File: src/source/id_cfg.svh
// Decode stage configuration
// Data width, register address width and register count

`ifndef ID_CFG_SVH
`define ID_CFG_SVH

// Data and address width
`define ID_XLEN 32

// Register address width
`define ID_REG_AW 5

// Architectural register count, x0 included
`define ID_NUM_REGS 32

`endif

File: src/source/id_pkg.sv
// Decode stage types
// Opcodes, ALU operations, operand and target selects, and the
// instruction word seen through each RV32I format

package id_pkg;

  // Major opcodes handled by the decoder
  typedef enum logic [6:0] {
    OPCODE_LUI    = 7'b0110111,
    OPCODE_AUIPC  = 7'b0010111,
    OPCODE_JAL    = 7'b1101111,
    OPCODE_JALR   = 7'b1100111,
    OPCODE_BRANCH = 7'b1100011,
    OPCODE_LOAD   = 7'b0000011,
    OPCODE_STORE  = 7'b0100011,
    OPCODE_OP_IMM = 7'b0010011,
    OPCODE_OP     = 7'b0110011
  } opcode_e;

  // ALU operations, the last four are branch compares
  typedef enum logic [3:0] {
    ALU_ADD,
    ALU_SUB,
    ALU_SLT,
    ALU_SLTU,
    ALU_XOR,
    ALU_OR,
    ALU_AND,
    ALU_SLL,
    ALU_SRL,
    ALU_SRA,
    ALU_EQ,
    ALU_NE,
    ALU_LT,
    ALU_GE
  } alu_op_e;

  // Operand A source
  typedef enum logic [1:0] {
    OP_A_REG,
    OP_A_PC,
    OP_A_ZERO
  } op_a_sel_e;

  // Operand B source, INCR is the constant 4
  typedef enum logic [1:0] {
    OP_B_REG,
    OP_B_IMM,
    OP_B_INCR
  } op_b_sel_e;

  // Base of the jump or branch target
  typedef enum logic [1:0] {
    TGT_NONE,
    TGT_PC,
    TGT_RS1
  } tgt_sel_e;

  ////////////////////////////////////////
  // Instruction formats
  ////////////////////////////////////////

  typedef struct packed {
    logic [6:0] funct7;
    logic [4:0] rs2;
    logic [4:0] rs1;
    logic [2:0] funct3;
    logic [4:0] rd;
    opcode_e    opcode;
  } r_type_t;

  typedef struct packed {
    logic [11:0] imm_11_0;
    logic [4:0]  rs1;
    logic [2:0]  funct3;
    logic [4:0]  rd;
    opcode_e     opcode;
  } i_type_t;

  typedef struct packed {
    logic [6:0] imm_11_5;
    logic [4:0] rs2;
    logic [4:0] rs1;
    logic [2:0] funct3;
    logic [4:0] imm_4_0;
    opcode_e    opcode;
  } s_type_t;

  // Branch offset bits are scattered, bit 0 is implicit
  typedef struct packed {
    logic       imm_12;
    logic [5:0] imm_10_5;
    logic [4:0] rs2;
    logic [4:0] rs1;
    logic [2:0] funct3;
    logic [3:0] imm_4_1;
    logic       imm_11;
    opcode_e    opcode;
  } b_type_t;

  typedef struct packed {
    logic [19:0] imm_31_12;
    logic [4:0]  rd;
    opcode_e     opcode;
  } u_type_t;

  typedef struct packed {
    logic       imm_20;
    logic [9:0] imm_10_1;
    logic       imm_11;
    logic [7:0] imm_19_12;
    logic [4:0] rd;
    opcode_e    opcode;
  } j_type_t;

  // One word, six views
  typedef union packed {
    r_type_t r;
    i_type_t i;
    s_type_t s;
    b_type_t b;
    u_type_t u;
    j_type_t j;
  } instr_word_u;

endpackage

File: src/source/id_decoder.sv
// Decode stage 1
// Classifies the instruction word, checks its legality, extracts the
// sign-extended immediate and registers all decoded controls

`include "id_cfg.svh"

module id_decoder (
  input  logic                    clk_i,
  input  logic                    rst_ni,
  input  logic                    instr_valid_i,
  input  id_pkg::instr_word_u     instr_i,
  input  logic [`ID_XLEN-1:0]     pc_i,
  output logic                    dec_valid_o,
  output logic                    dec_illegal_o,
  output id_pkg::alu_op_e         alu_op_o,
  output id_pkg::op_a_sel_e       op_a_sel_o,
  output id_pkg::op_b_sel_e       op_b_sel_o,
  output id_pkg::tgt_sel_e        tgt_sel_o,
  output logic [`ID_XLEN-1:0]     imm_o,
  output logic [`ID_REG_AW-1:0]   rs1_addr_o,
  output logic [`ID_REG_AW-1:0]   rs2_addr_o,
  output logic [`ID_REG_AW-1:0]   rd_addr_o,
  output logic                    rd_we_o,
  output logic                    lsu_req_o,
  output logic                    lsu_we_o,
  output logic                    branch_o,
  output logic                    jump_o,
  output logic [`ID_XLEN-1:0]     pc_o
);

  logic [`ID_XLEN-1:0] imm_i_type;
  logic [`ID_XLEN-1:0] imm_s_type;
  logic [`ID_XLEN-1:0] imm_b_type;
  logic [`ID_XLEN-1:0] imm_u_type;
  logic [`ID_XLEN-1:0] imm_j_type;
  logic [`ID_XLEN-1:0] imm_shamt;
  logic [2:0]          funct3;
  logic [6:0]          funct7;
  logic                is_op;
  logic                funct7_zero;
  logic                funct7_alt;
  id_pkg::alu_op_e     alu_base;

  id_pkg::alu_op_e     alu_op_d;
  id_pkg::op_a_sel_e   op_a_sel_d;
  id_pkg::op_b_sel_e   op_b_sel_d;
  id_pkg::tgt_sel_e    tgt_sel_d;
  logic [`ID_XLEN-1:0] imm_d;
  logic                rd_we_d;
  logic                lsu_req_d;
  logic                lsu_we_d;
  logic                branch_d;
  logic                jump_d;
  logic                illegal_d;

  ////////////////////////////////////////
  // Immediate extraction
  ////////////////////////////////////////

  assign imm_i_type = {{(`ID_XLEN-12){instr_i.i.imm_11_0[11]}}, instr_i.i.imm_11_0};
  assign imm_s_type = {{(`ID_XLEN-12){instr_i.s.imm_11_5[6]}}, instr_i.s.imm_11_5,
                       instr_i.s.imm_4_0};
  assign imm_b_type = {{(`ID_XLEN-13){instr_i.b.imm_12}}, instr_i.b.imm_12, instr_i.b.imm_11,
                       instr_i.b.imm_10_5, instr_i.b.imm_4_1, 1'b0};
  assign imm_u_type = {instr_i.u.imm_31_12, 12'b0};
  assign imm_j_type = {{(`ID_XLEN-21){instr_i.j.imm_20}}, instr_i.j.imm_20,
                       instr_i.j.imm_19_12, instr_i.j.imm_11, instr_i.j.imm_10_1, 1'b0};
  // Shift amount sits in the rs2 field, zero-extended
  assign imm_shamt  = {{(`ID_XLEN-`ID_REG_AW){1'b0}}, instr_i.r.rs2};

  ////////////////////////////////////////
  // Opcode and function decode
  ////////////////////////////////////////

  assign funct3      = instr_i.r.funct3;
  assign funct7      = instr_i.r.funct7;
  assign is_op       = (instr_i.r.opcode == id_pkg::OPCODE_OP);
  assign funct7_zero = (funct7 == 7'h00);
  assign funct7_alt  = (funct7 == 7'h20);

  // ALU op shared by OP and OP-IMM
  always_comb begin
    case (funct3)
      // SUB only exists in the register form
      3'b000:  alu_base = (is_op && funct7[5]) ? id_pkg::ALU_SUB : id_pkg::ALU_ADD;
      3'b001:  alu_base = id_pkg::ALU_SLL;
      3'b010:  alu_base = id_pkg::ALU_SLT;
      3'b011:  alu_base = id_pkg::ALU_SLTU;
      3'b100:  alu_base = id_pkg::ALU_XOR;
      3'b101:  alu_base = funct7[5] ? id_pkg::ALU_SRA : id_pkg::ALU_SRL;
      3'b110:  alu_base = id_pkg::ALU_OR;
      default: alu_base = id_pkg::ALU_AND;
    endcase
  end

  always_comb begin
    // Defaults describe a register-register op with no side effects
    alu_op_d   = id_pkg::ALU_ADD;
    op_a_sel_d = id_pkg::OP_A_REG;
    op_b_sel_d = id_pkg::OP_B_REG;
    tgt_sel_d  = id_pkg::TGT_NONE;
    imm_d      = '0;
    rd_we_d    = 1'b0;
    lsu_req_d  = 1'b0;
    lsu_we_d   = 1'b0;
    branch_d   = 1'b0;
    jump_d     = 1'b0;
    illegal_d  = 1'b0;

    case (instr_i.r.opcode)
      id_pkg::OPCODE_LUI: begin
        op_a_sel_d = id_pkg::OP_A_ZERO;
        op_b_sel_d = id_pkg::OP_B_IMM;
        imm_d      = imm_u_type;
        rd_we_d    = 1'b1;
      end
      id_pkg::OPCODE_AUIPC: begin
        op_a_sel_d = id_pkg::OP_A_PC;
        op_b_sel_d = id_pkg::OP_B_IMM;
        imm_d      = imm_u_type;
        rd_we_d    = 1'b1;
      end
      // Jumps compute the link address pc + 4 in the ALU
      id_pkg::OPCODE_JAL: begin
        op_a_sel_d = id_pkg::OP_A_PC;
        op_b_sel_d = id_pkg::OP_B_INCR;
        tgt_sel_d  = id_pkg::TGT_PC;
        imm_d      = imm_j_type;
        rd_we_d    = 1'b1;
        jump_d     = 1'b1;
      end
      id_pkg::OPCODE_JALR: begin
        op_a_sel_d = id_pkg::OP_A_PC;
        op_b_sel_d = id_pkg::OP_B_INCR;
        tgt_sel_d  = id_pkg::TGT_RS1;
        imm_d      = imm_i_type;
        rd_we_d    = 1'b1;
        jump_d     = 1'b1;
        illegal_d  = (funct3 != 3'b000);
      end
      id_pkg::OPCODE_BRANCH: begin
        tgt_sel_d = id_pkg::TGT_PC;
        imm_d     = imm_b_type;
        branch_d  = 1'b1;
        case (funct3)
          3'b000:  alu_op_d = id_pkg::ALU_EQ;
          3'b001:  alu_op_d = id_pkg::ALU_NE;
          3'b100:  alu_op_d = id_pkg::ALU_LT;
          3'b101:  alu_op_d = id_pkg::ALU_GE;
          default: illegal_d = 1'b1;
        endcase
      end
      // Word access only
      id_pkg::OPCODE_LOAD: begin
        op_b_sel_d = id_pkg::OP_B_IMM;
        imm_d      = imm_i_type;
        rd_we_d    = 1'b1;
        lsu_req_d  = 1'b1;
        illegal_d  = (funct3 != 3'b010);
      end
      id_pkg::OPCODE_STORE: begin
        op_b_sel_d = id_pkg::OP_B_IMM;
        imm_d      = imm_s_type;
        lsu_req_d  = 1'b1;
        lsu_we_d   = 1'b1;
        illegal_d  = (funct3 != 3'b010);
      end
      id_pkg::OPCODE_OP_IMM: begin
        op_b_sel_d = id_pkg::OP_B_IMM;
        alu_op_d   = alu_base;
        rd_we_d    = 1'b1;
        if (funct3[1:0] == 2'b01) begin
          // SLLI, SRLI and SRAI carry funct7 in the upper immediate
          imm_d     = imm_shamt;
          illegal_d = !(funct7_zero || (funct3 == 3'b101 && funct7_alt));
        end else begin
          imm_d = imm_i_type;
        end
      end
      id_pkg::OPCODE_OP: begin
        alu_op_d  = alu_base;
        rd_we_d   = 1'b1;
        illegal_d = !(funct7_zero ||
                      (funct7_alt && (funct3 == 3'b000 || funct3 == 3'b101)));
      end
      default: illegal_d = 1'b1;
    endcase
  end

  ////////////////////////////////////////
  // Stage 1 registers
  ////////////////////////////////////////

  always_ff @(posedge clk_i or negedge rst_ni) begin
    if (!rst_ni) begin
      dec_valid_o   <= 1'b0;
      dec_illegal_o <= 1'b0;
    end else begin
      dec_valid_o   <= instr_valid_i;
      dec_illegal_o <= instr_valid_i & illegal_d;
    end
  end

  // Payload only moves with a strobe
  always_ff @(posedge clk_i) begin
    if (instr_valid_i) begin
      alu_op_o   <= alu_op_d;
      op_a_sel_o <= op_a_sel_d;
      op_b_sel_o <= op_b_sel_d;
      tgt_sel_o  <= tgt_sel_d;
      imm_o      <= imm_d;
      rs1_addr_o <= instr_i.r.rs1;
      rs2_addr_o <= instr_i.r.rs2;
      rd_addr_o  <= instr_i.r.rd;
      rd_we_o    <= rd_we_d;
      lsu_req_o  <= lsu_req_d;
      lsu_we_o   <= lsu_we_d;
      branch_o   <= branch_d;
      jump_o     <= jump_d;
      pc_o       <= pc_i;
    end
  end

  // Fetch side never strobes an unknown word
  a_instr_known : assert property (@(posedge clk_i) disable iff (!rst_ni)
    instr_valid_i |-> !$isunknown(instr_i));

endmodule

File: src/source/id_regfile.sv
// Integer register file
// 31 writable registers, x0 reads as zero, two combinational read
// ports and one write port

`include "id_cfg.svh"

module id_regfile (
  input  logic                  clk_i,
  input  logic                  rst_ni,
  input  logic [`ID_REG_AW-1:0] raddr_a_i,
  input  logic [`ID_REG_AW-1:0] raddr_b_i,
  input  logic                  we_i,
  input  logic [`ID_REG_AW-1:0] waddr_i,
  input  logic [`ID_XLEN-1:0]   wdata_i,
  output logic [`ID_XLEN-1:0]   rdata_a_o,
  output logic [`ID_XLEN-1:0]   rdata_b_o
);

  // No storage behind x0
  logic [`ID_XLEN-1:0] rf_q [1:`ID_NUM_REGS-1];

  always_ff @(posedge clk_i or negedge rst_ni) begin
    if (!rst_ni) begin
      for (int i = 1; i < `ID_NUM_REGS; i++) begin
        rf_q[i] <= '0;
      end
    end else if (we_i && waddr_i != '0) begin
      // Writes to x0 fall away here
      rf_q[waddr_i] <= wdata_i;
    end
  end

  // No write-to-read bypass
  assign rdata_a_o = (raddr_a_i == '0) ? '0 : rf_q[raddr_a_i];
  assign rdata_b_o = (raddr_b_i == '0) ? '0 : rf_q[raddr_b_i];

  // Writeback must name a register
  a_waddr_known : assert property (@(posedge clk_i) disable iff (!rst_ni)
    we_i |-> !$isunknown(waddr_i));

endmodule

File: src/source/id_operand_stage.sv
// Decode stage 2
// Reads the source registers, selects the ALU operands, forms the
// jump or branch target and registers the issue to execute

`include "id_cfg.svh"

module id_operand_stage (
  input  logic                  clk_i,
  input  logic                  rst_ni,
  input  logic                  dec_valid_i,
  input  logic                  dec_illegal_i,
  input  id_pkg::alu_op_e       alu_op_i,
  input  id_pkg::op_a_sel_e     op_a_sel_i,
  input  id_pkg::op_b_sel_e     op_b_sel_i,
  input  id_pkg::tgt_sel_e      tgt_sel_i,
  input  logic [`ID_XLEN-1:0]   imm_i,
  input  logic [`ID_REG_AW-1:0] rs1_addr_i,
  input  logic [`ID_REG_AW-1:0] rs2_addr_i,
  input  logic [`ID_REG_AW-1:0] rd_addr_i,
  input  logic                  rd_we_i,
  input  logic                  lsu_req_i,
  input  logic                  lsu_we_i,
  input  logic                  branch_i,
  input  logic                  jump_i,
  input  logic [`ID_XLEN-1:0]   pc_i,
  input  logic [`ID_XLEN-1:0]   rf_rdata_a_i,
  input  logic [`ID_XLEN-1:0]   rf_rdata_b_i,
  output logic [`ID_REG_AW-1:0] rf_raddr_a_o,
  output logic [`ID_REG_AW-1:0] rf_raddr_b_o,
  output logic                  issue_valid_o,
  output logic                  illegal_o,
  output id_pkg::alu_op_e       alu_op_o,
  output logic [`ID_XLEN-1:0]   operand_a_o,
  output logic [`ID_XLEN-1:0]   operand_b_o,
  output logic [`ID_XLEN-1:0]   target_o,
  output logic [`ID_REG_AW-1:0] rd_addr_o,
  output logic                  rd_we_o,
  output logic                  lsu_req_o,
  output logic                  lsu_we_o,
  output logic [`ID_XLEN-1:0]   lsu_wdata_o,
  output logic                  branch_o,
  output logic                  jump_o
);

  logic                issue_d;
  logic [`ID_XLEN-1:0] operand_a_d;
  logic [`ID_XLEN-1:0] operand_b_d;
  logic [`ID_XLEN-1:0] tgt_sum;
  logic [`ID_XLEN-1:0] target_d;

  // Register reads happen while the instruction sits here
  assign rf_raddr_a_o = rs1_addr_i;
  assign rf_raddr_b_o = rs2_addr_i;

  // Illegal words never issue
  assign issue_d = dec_valid_i & ~dec_illegal_i;

  ////////////////////////////////////////
  // Operand and target muxes
  ////////////////////////////////////////

  always_comb begin
    case (op_a_sel_i)
      id_pkg::OP_A_PC:   operand_a_d = pc_i;
      id_pkg::OP_A_ZERO: operand_a_d = '0;
      default:           operand_a_d = rf_rdata_a_i;
    endcase
  end

  always_comb begin
    case (op_b_sel_i)
      id_pkg::OP_B_IMM:  operand_b_d = imm_i;
      id_pkg::OP_B_INCR: operand_b_d = `ID_XLEN'(4);
      default:           operand_b_d = rf_rdata_b_i;
    endcase
  end

  // One adder serves both pc and rs1 based targets
  assign tgt_sum = ((tgt_sel_i == id_pkg::TGT_RS1) ? rf_rdata_a_i : pc_i) + imm_i;

  always_comb begin
    case (tgt_sel_i)
      id_pkg::TGT_PC:  target_d = tgt_sum;
      // JALR drops bit 0
      id_pkg::TGT_RS1: target_d = {tgt_sum[`ID_XLEN-1:1], 1'b0};
      default:         target_d = '0;
    endcase
  end

  ////////////////////////////////////////
  // Issue registers
  ////////////////////////////////////////

  // Strobes and side-effect flags are qualified by issue
  always_ff @(posedge clk_i or negedge rst_ni) begin
    if (!rst_ni) begin
      issue_valid_o <= 1'b0;
      illegal_o     <= 1'b0;
      rd_we_o       <= 1'b0;
      lsu_req_o     <= 1'b0;
      lsu_we_o      <= 1'b0;
      branch_o      <= 1'b0;
      jump_o        <= 1'b0;
    end else begin
      issue_valid_o <= issue_d;
      illegal_o     <= dec_valid_i & dec_illegal_i;
      rd_we_o       <= issue_d & rd_we_i;
      lsu_req_o     <= issue_d & lsu_req_i;
      lsu_we_o      <= issue_d & lsu_we_i;
      branch_o      <= issue_d & branch_i;
      jump_o        <= issue_d & jump_i;
    end
  end

  always_ff @(posedge clk_i) begin
    if (dec_valid_i) begin
      alu_op_o    <= alu_op_i;
      operand_a_o <= operand_a_d;
      operand_b_o <= operand_b_d;
      target_o    <= target_d;
      rd_addr_o   <= rd_addr_i;
      lsu_wdata_o <= rf_rdata_b_i;
    end
  end

  // Stage 1 only flags a word that it strobes
  a_illegal_with_valid : assert property (@(posedge clk_i) disable iff (!rst_ni)
    dec_illegal_i |-> dec_valid_i);

endmodule

File: src/source/id_top.sv
// Decode stage top level
// Stage 1 decoder, stage 2 operand select and the register file,
// two cycles from instruction strobe to issue

`include "id_cfg.svh"

module id_top (
  input  logic                  clk_i,
  input  logic                  rst_ni,
  // Instruction strobe
  input  logic                  instr_valid_i,
  input  id_pkg::instr_word_u   instr_i,
  input  logic [`ID_XLEN-1:0]   pc_i,
  // Writeback port
  input  logic                  rf_we_i,
  input  logic [`ID_REG_AW-1:0] rf_waddr_i,
  input  logic [`ID_XLEN-1:0]   rf_wdata_i,
  // Issue to execute
  output logic                  issue_valid_o,
  output logic                  illegal_o,
  output id_pkg::alu_op_e       alu_op_o,
  output logic [`ID_XLEN-1:0]   operand_a_o,
  output logic [`ID_XLEN-1:0]   operand_b_o,
  output logic [`ID_XLEN-1:0]   target_o,
  output logic [`ID_REG_AW-1:0] rd_addr_o,
  output logic                  rd_we_o,
  output logic                  lsu_req_o,
  output logic                  lsu_we_o,
  output logic [`ID_XLEN-1:0]   lsu_wdata_o,
  output logic                  branch_o,
  output logic                  jump_o
);

  // Stage 1 to stage 2
  logic                  dec_valid;
  logic                  dec_illegal;
  id_pkg::alu_op_e       dec_alu_op;
  id_pkg::op_a_sel_e     dec_op_a_sel;
  id_pkg::op_b_sel_e     dec_op_b_sel;
  id_pkg::tgt_sel_e      dec_tgt_sel;
  logic [`ID_XLEN-1:0]   dec_imm;
  logic [`ID_REG_AW-1:0] dec_rs1_addr;
  logic [`ID_REG_AW-1:0] dec_rs2_addr;
  logic [`ID_REG_AW-1:0] dec_rd_addr;
  logic                  dec_rd_we;
  logic                  dec_lsu_req;
  logic                  dec_lsu_we;
  logic                  dec_branch;
  logic                  dec_jump;
  logic [`ID_XLEN-1:0]   dec_pc;

  // Register file read ports
  logic [`ID_REG_AW-1:0] rf_raddr_a;
  logic [`ID_REG_AW-1:0] rf_raddr_b;
  logic [`ID_XLEN-1:0]   rf_rdata_a;
  logic [`ID_XLEN-1:0]   rf_rdata_b;

  id_decoder u_decoder (
    .clk_i         (clk_i),
    .rst_ni        (rst_ni),
    .instr_valid_i (instr_valid_i),
    .instr_i       (instr_i),
    .pc_i          (pc_i),
    .dec_valid_o   (dec_valid),
    .dec_illegal_o (dec_illegal),
    .alu_op_o      (dec_alu_op),
    .op_a_sel_o    (dec_op_a_sel),
    .op_b_sel_o    (dec_op_b_sel),
    .tgt_sel_o     (dec_tgt_sel),
    .imm_o         (dec_imm),
    .rs1_addr_o    (dec_rs1_addr),
    .rs2_addr_o    (dec_rs2_addr),
    .rd_addr_o     (dec_rd_addr),
    .rd_we_o       (dec_rd_we),
    .lsu_req_o     (dec_lsu_req),
    .lsu_we_o      (dec_lsu_we),
    .branch_o      (dec_branch),
    .jump_o        (dec_jump),
    .pc_o          (dec_pc)
  );

  id_operand_stage u_operand_stage (
    .clk_i         (clk_i),
    .rst_ni        (rst_ni),
    .dec_valid_i   (dec_valid),
    .dec_illegal_i (dec_illegal),
    .alu_op_i      (dec_alu_op),
    .op_a_sel_i    (dec_op_a_sel),
    .op_b_sel_i    (dec_op_b_sel),
    .tgt_sel_i     (dec_tgt_sel),
    .imm_i         (dec_imm),
    .rs1_addr_i    (dec_rs1_addr),
    .rs2_addr_i    (dec_rs2_addr),
    .rd_addr_i     (dec_rd_addr),
    .rd_we_i       (dec_rd_we),
    .lsu_req_i     (dec_lsu_req),
    .lsu_we_i      (dec_lsu_we),
    .branch_i      (dec_branch),
    .jump_i        (dec_jump),
    .pc_i          (dec_pc),
    .rf_rdata_a_i  (rf_rdata_a),
    .rf_rdata_b_i  (rf_rdata_b),
    .rf_raddr_a_o  (rf_raddr_a),
    .rf_raddr_b_o  (rf_raddr_b),
    .issue_valid_o (issue_valid_o),
    .illegal_o     (illegal_o),
    .alu_op_o      (alu_op_o),
    .operand_a_o   (operand_a_o),
    .operand_b_o   (operand_b_o),
    .target_o      (target_o),
    .rd_addr_o     (rd_addr_o),
    .rd_we_o       (rd_we_o),
    .lsu_req_o     (lsu_req_o),
    .lsu_we_o      (lsu_we_o),
    .lsu_wdata_o   (lsu_wdata_o),
    .branch_o      (branch_o),
    .jump_o        (jump_o)
  );

  id_regfile u_regfile (
    .clk_i     (clk_i),
    .rst_ni    (rst_ni),
    .raddr_a_i (rf_raddr_a),
    .raddr_b_i (rf_raddr_b),
    .we_i      (rf_we_i),
    .waddr_i   (rf_waddr_i),
    .wdata_i   (rf_wdata_i),
    .rdata_a_o (rf_rdata_a),
    .rdata_b_o (rf_rdata_b)
  );

endmodule

File: config.mk
export PLATFORM = sky130hd
export DESIGN_NAME = id_top
export DESIGN_NICKNAME = d
export VERILOG_FILES = /design/src/source/id_pkg.sv /design/src/source/id_decoder.sv /design/src/source/id_regfile.sv /design/src/source/id_operand_stage.sv /design/src/source/id_top.sv
export VERILOG_INCLUDE_DIRS = /design/src /design/src/source
export SDC_FILE = /design/constraint.sdc
export NUM_CORES = 2
export LEC_CHECK = 0
export BUFFER_PORTS_ARGS = -buffer_cell sky130_fd_sc_hd__buf_4
export CAP_MARGIN = 20
export CORE_MARGIN = 5
export CORE_UTILIZATION = 28
export CTS_CLUSTER_DIAMETER = 30
export CTS_CLUSTER_SIZE = 30
export DETAILED_ROUTE_END_ITERATION = 10
export GPL_ROUTABILITY_DRIVEN = 0
export GPL_TIMING_DRIVEN = 1
export PLACE_DENSITY = 0.43
export RECOVER_POWER = 100
export SYNTH_ARGS = -nofsm -noshare
export SYNTH_HDL_FRONTEND = slang
export SYNTH_SLANG_ARGS = --single-unit
File: constraint.sdc
create_clock -name clk_i -period 5.2 [get_ports clk_i]
set_input_delay 1.04 -clock clk_i [delete_from_list [all_inputs] [get_ports clk_i]]
set_output_delay 1.04 -clock clk_i [all_outputs]
set_load 0.005 [all_outputs]
# After elaboration in Yosys (flattened, before gate mapping)
# Index checks and enable logic that the tools add are counted.
dict set report word_totals {
  ff_bits 1232
  elab_cells 161
}
dict set report op_classes {
  n_eq_ne 24
  n_mux 33
  n_reduce_logical 27
  n_bitwise 12
  order_cmp 4
  n_addsub 1
}
# operator n
set ops {}
lappend ops {{992-bit bitwise mux} 1}
lappend ops {{32-bit binary-select mux with 5-bit select} 2}
lappend ops {{32-bit 2-to-1 mux} 9}
lappend ops {{32-bit case mux with 2 select lines} 3}
lappend ops {{32-bit case mux with 6 select lines} 1}
lappend ops {{32-bit demux with 5-bit select} 1}
lappend ops {{32-bit adder} 1}
lappend ops {{7-bit by 6-bit == test with 1-bit output (second input constant)} 4}
lappend ops {{4-bit case mux with 7 select lines} 1}
lappend ops {{7-bit == test (second input constant)} 3}
lappend ops {{6-bit >= comparator (second input constant)} 3}
lappend ops {{5-bit NOT with 6-bit output} 3}
lappend ops {{4-bit case mux with 4 select lines} 1}
lappend ops {{7-bit by 5-bit == test with 1-bit output (second input constant)} 2}
lappend ops {{2-bit case mux with 2 select lines} 3}
lappend ops {{2-bit OR reduction} 6}
lappend ops {{5-bit zero test} 2}
lappend ops {{3-bit == test (second input constant)} 3}
lappend ops {{1-bit 2-to-1 mux} 9}
lappend ops {{1-bit bitwise AND} 8}
lappend ops {{2-bit by 1-bit == test with 1-bit output (second input constant)} 4}
lappend ops {{4-bit case mux with 2 select lines} 1}
lappend ops {{7-bit by 2-bit == test with 1-bit output (second input constant)} 1}
lappend ops {{7-bit zero test} 1}
lappend ops {{other kinds (17)} 28}

# Depth between registers and ports, before layout
dict set report depth {
  depth_word 8
  depth_mapped 18
  mapped_depth_nobuf 15
}

# Hierarchy
# A second synthesis with hierarchy kept.
dict set report unflattened {
  hier_cells 4894
  area_unflattened_um2 64544.4
}
# module seq_area_each_um2 cells_each n_inst area_per_inst_um2
set by_module_without_submodules {}
lappend by_module_without_submodules {id_regfile 24823.8 4063 1 53278.6}
lappend by_module_without_submodules {id_operand_stage 4289.1 598 1 7531.0}
lappend by_module_without_submodules {id_decoder 2872.8 233 1 3734.8}

# Least setup slack after synthesis
# Ideal clock, no wire load.
dict set report synth_path {
  path_type {register to register}
  from {register u_decoder.rs1_addr_o[0]}
  to {register u_operand_stage.target_o[28], data pin}
  setup_time_ns 0.256
  arrival_ns 4.184
  synth_period_minus_slack_ns 4.440
  required_ns 4.944
  path_stages_with_launch 16
  slack_ns 0.760
  path_cell_list {edfxtp_1 buf_2 buf_1 mux4_2 mux4_2 mux2i_1 mux2i_1 ha_1 nand2_1 or3_1 a31o_2 a21boi_1 nor3_1 o311ai_1 a211oi_1 a31o_2}
}
dict set report synth_via {
  elab_chain_len 8
  word_cells_on_any_way 9
  classes_between {add/sub (1); mux (6); bitwise (1); reduce/logical (1)}
}
# item line_no
set synth_lines {}
lappend synth_lines {{start: declaration} id_decoder.sv:20} ;# output logic [`ID_REG_AW-1:0] rs1_addr_o,
lappend synth_lines {{start signal: assignment} id_decoder.sv:212} ;# rs1_addr_o <= instr_i.r.rs1;
lappend synth_lines {{5-bit NOT with 6-bit output (not written as such)} id_regfile.sv:34} ;# assign rdata_a_o = (raddr_a_i == '0) ? '0 : rf_q[raddr_a_i];
lappend synth_lines {{32-bit binary-select mux with 5-bit select} id_regfile.sv:34}
lappend synth_lines {{32-bit 2-to-1 mux (not written as such) (2 in a row)} id_regfile.sv:34}
lappend synth_lines {{32-bit 2-to-1 mux (*)} id_regfile.sv:34}
lappend synth_lines {{32-bit 2-to-1 mux (*)} id_operand_stage.sv:79} ;# assign tgt_sum = ((tgt_sel_i == id_pkg::TGT_RS1) ? rf_rdata_a_i : pc_i) + imm_i;
lappend synth_lines {{32-bit adder (*)} id_operand_stage.sv:79}
lappend synth_lines {{32-bit case mux with 2 select lines (*)} id_operand_stage.sv:82} ;# case (tgt_sel_i)
lappend synth_lines {{end signal: assignment} id_operand_stage.sv:120} ;# target_o <= target_d;
lappend synth_lines {{end: declaration} id_operand_stage.sv:35} ;# output logic [`ID_XLEN-1:0] target_o,
# Mark *: on every way between the ends. The rest lies on a longest branch, timed or not. The select of a mux whose other input is x is not followed.
# A chain may end at the register's enable or synchronous reset.

# Worst setup path after layout
dict set report layout_path {
  from {register u_decoder.rs2_addr_o[0]}
  to {register u_operand_stage.operand_b_o[8], data pin}
}
dict set report layout_via {
  elab_chain_len 6
  word_cells_on_any_way 7
  classes_between {mux (5); bitwise (1); reduce/logical (1)}
}
# item line_no
set layout_lines {}
lappend layout_lines {{start: declaration} id_decoder.sv:21} ;# output logic [`ID_REG_AW-1:0] rs2_addr_o,
lappend layout_lines {{start signal: assignment} id_decoder.sv:213} ;# rs2_addr_o <= instr_i.r.rs2;
lappend layout_lines {{5-bit NOT with 6-bit output (not written as such)} id_regfile.sv:35} ;# assign rdata_b_o = (raddr_b_i == '0) ? '0 : rf_q[raddr_b_i];
lappend layout_lines {{32-bit binary-select mux with 5-bit select} id_regfile.sv:35}
lappend layout_lines {{32-bit 2-to-1 mux (not written as such) (2 in a row)} id_regfile.sv:35}
lappend layout_lines {{32-bit 2-to-1 mux (*)} id_regfile.sv:35}
lappend layout_lines {{named net rf_rdata_b[8]} id_top.sv:56} ;# logic [`ID_XLEN-1:0] rf_rdata_b;
lappend layout_lines {{32-bit case mux with 2 select lines (*)} id_operand_stage.sv:71} ;# case (op_b_sel_i)
lappend layout_lines {{named net u_operand_stage.operand_b_d[8]} id_operand_stage.sv:47} ;# logic [`ID_XLEN-1:0] operand_b_d;
lappend layout_lines {{end signal: assignment} id_operand_stage.sv:119} ;# operand_b_o <= operand_b_d;
lappend layout_lines {{end: declaration} id_operand_stage.sv:34} ;# output logic [`ID_XLEN-1:0] operand_b_o,
# Mark *: on every way through the listed nets, which the timed path passes. The rest lies on a longest branch. The select of a mux whose other input is x is not followed.

==> results.ini <==
[final_layout]
final_cells=7660
drive_gt1_share_pct=54.7
nets=4551
area_delta_synth_final_pct=27.1

[worst_setup_path]
cp_max_fo=17
worstSetupStartpointType=register
r2r-start=u_decoder.rs2_addr_o[0]
crit_required_ns=5.98
critPathKind=reg2reg
arrival_ns=6.07
cp-end-kind=register
crit_start=u_decoder.rs2_addr_o[0]

[power_and_ir_drop]
p_sw_mw=10.3
p_clk_share_pct=51.6
power_density_nw_per_um2=502
netSwitchingFraction_pct=25.4
seqPwrFrac_pct=31.9
p_leak_nw=33.9
pwr-share-comb_pct=16.6
peakVddDrop_mv=0.357
p_int_mw=30.2
power.total_mw=40.5

[yosys]
ys_top_cells_by_area=dfrtp_1 (39%), mux4_2 (20%), mux2_2 (19%)
async_flop_share_pct=81.3
synth_top_family_by_area=multiplexers
synth.top_cells.by_count=mux2_2 (1088), dfrtp_1 (1001), mux4_2 (571)
yosys_warnings=0
synth_edf_count=231
yosysTopAreaCellShare_pct=39.4
seq_area_frac_synth_pct=50.4
syn_nets=4137
yosys_most_used_dff=dfrtp_1
syn_inst=3992
synth-simple-area-share_pct=2.00
netlist_area_um2=63500
synth_mux_area_share_pct=40.6
synth_compound_area_share_pct=3.08
ys_ff_latch=1232
synth_most_common_cell=mux2_2
synthXorXnorAreaFrac_pct=0.317
synth_cell_types=60
synth_top_cell_by_area=dfrtp_1
postSynthAreaPerCell_um2=15.9
synthAdderAreaFrac_pct=0.816

[grt]
grt_max_degree=140
grt_pass1_wl_um=326000
grt_overflow_total=0
grt_usage_pct=19.0
first_global_vias=42500
antenna_found_initial=21

[sta]
skew_ns=0.0449
setup_violations=3
timing.fmax_ghz=0.189
setup_ws_ns=-0.0901
tightestPinTransition_ns=4.45
max_slew_margin_pct=-197
timing.final.crit_share_pct=102
grt_setup_unrepaired=false
final_max_slew_viol_count=1305
hold_violations=0
tns_ns=-0.179
period_minus_slack_ns=5.29
fin_hold_ws_ns=0.346

[floorplanning]
start_util_pct=28.2
die_h_um=486
die_width_um=486
floorplan.die_area_um2=236000
io_pins=249
fp.coreArea_um2=225000
rows=174

[outcome]
outcome=finished with violations
violations=max-capacitance violations, max-slew violations, negative setup slack

[routing]
routed_wl_um=228000
viasPerCell=5.23
route.detailed.drc=0
vias=40100
wire_per_inst_um=29.7
drtAntennaViolNets=0
drt_iter0_drc=2798
firstDrtPassIters=7

[cts]
clk_pin_slew_ns=0.05
holdBufCountCts=0
cts_tree=yes
cts_buffers=337
h-tree-depth=5
clock_sinks=1232
clockBufferDepth=4
clk_latency_ns=0.91
cts-root-buf=clkbuf_16

[worst_hold_path]
hold_start=pc_i[6]
min_path_type=in2reg

[placed_design]
dp.cells=7057
hpwl_um=137000
port_buffers=248
dp_slack_ns=-0.170

[job]
drv_cap=44

[flip-flops by register name (all words and copies together), names as in the netlist, 5 cells and up]
signal	count
u_regfile.rf_q	992
u_decoder.imm_o	32
u_decoder.pc_o	32
u_operand_stage.lsu_wdata_o	32
u_operand_stage.operand_a_o	32
u_operand_stage.operand_b_o	32
u_operand_stage.target_o	32
u_decoder.rd_addr_o	5
u_decoder.rs1_addr_o	5
u_decoder.rs2_addr_o	5
u_operand_stage.rd_addr_o	5
[repair_timing]
item                       in CTS  in global routing
gates cloned                    0                  1
pin swaps                       0                  2
setup endpoints to repair       5                  9
buffers inserted                0                  1
gates resized for setup         3                 14
[critical path, cell delays in order, from the launching register on]
cell,delay (ns)
edfxtp_1,0.44
buf_4,0.27
nor2b_1,2.41
buf_4,0.77
a22o_1,0.24
mux4_2,0.25
mux2_1,0.50
a22o_1,0.22
[cell type report]
cell class	instances	area [µm²]
fillers	21400	145000
flip-flops and latches	1232	32000
multi-input cells	2335	29900
clock buffers	432	9470
well taps	2992	3740
repair buffers	449	3370
clock inverters	164	2030
inverters	51	191
diodes	5	12.5
[power by group through the flow]
stage / Combinational [mW] / Clock (mW) / Sequential (mW)
finish: 6.70 / 20.9 / 12.9
global route: 7.19 / 21.8 / 13.1
CTS: 6.83 / 21.3 / 12.9
detailed placement: 6.80 / 0 / 13.0
global placement: 6.74 / 0 / 13.0
floorplan: 4.55 / 0 / 12.6
[cells in the final DEF (no fill, tap or decap), types with 8 or more instances in the layout]
cell type / count
mux2_2: 1058
dfrtp_1: 1000
mux4_2: 571
clkbuf_16: 348
edfxtp_1: 231
buf_4: 162
clkbuf_1: 148
clkbuf_4: 116
a22o_1: 99
nand2_1: 89
mux2i_1: 67
o21ai_0: 61
nor2_1: 58
clkinv_2: 56
inv_1: 50
clkbuf_8: 47
a21oi_1: 40
bufinv_16: 40
ha_1: 38
a21o_1: 32
buf_12: 31
mux2_1: 30
clkinvlp_4: 30
clkbuf_2: 23
clkinv_4: 18
nor2b_1: 16
nand3_1: 15
nor3_1: 14
xnor2_1: 14
inv_6: 12
nand2b_1: 10
and3_1: 9
xor2_1: 9
nor2_4: 8
[worst paths after layout]
path,endpoint,slack [ns],cells after the start
min in group asynchronous,u_regfile.rf_q[551],1.73,1
min,u_decoder.pc_o[6],0.35,1
max,u_operand_stage.operand_b_o[8],-0.09,7
max in group asynchronous,u_regfile.rf_q[210],0.85,2
max reg2reg,u_operand_stage.operand_b_o[8],-0.09,7
min reg2reg,u_operand_stage.alu_op_o[3],0.41,0
[kinds of logic (layout without fill, tap and decap cells)]
logic type,count (synthesis),count (layout)
muxes,1728,1728
DFF,1232,1232
buffers and inverters,425,1096
AOI/OAI and AO/OA,276,276
and+or+nand+nor,267,267
adders and majority gates,41,41
xor gates and xnor gates,23,23
other,0,5
[routing by layer]
metal / routed length, µm / GRT usage, % / up-vias / share of wire [%]
met4: 4710 / 4.80 / 14 / 2.1
met2: 100000 / 28.3 / 1258 / 44
li1: - / - / 16500 / -
met5: 93 / 0 / - / 0.041
met1: 109000 / 28.1 / 22000 / 48
met3: 13200 / 4.02 / 330 / 5.8
[per-stage QoR]
step                utilization (%)  area, µm²
floorplan                         -      63500
global placement               31.0      69800
detailed placement             31.0      69900
CTS                            36.1      81400
global route                   35.8      80700
finish                         35.8      80700
Power figures use the tool's default switching activity.
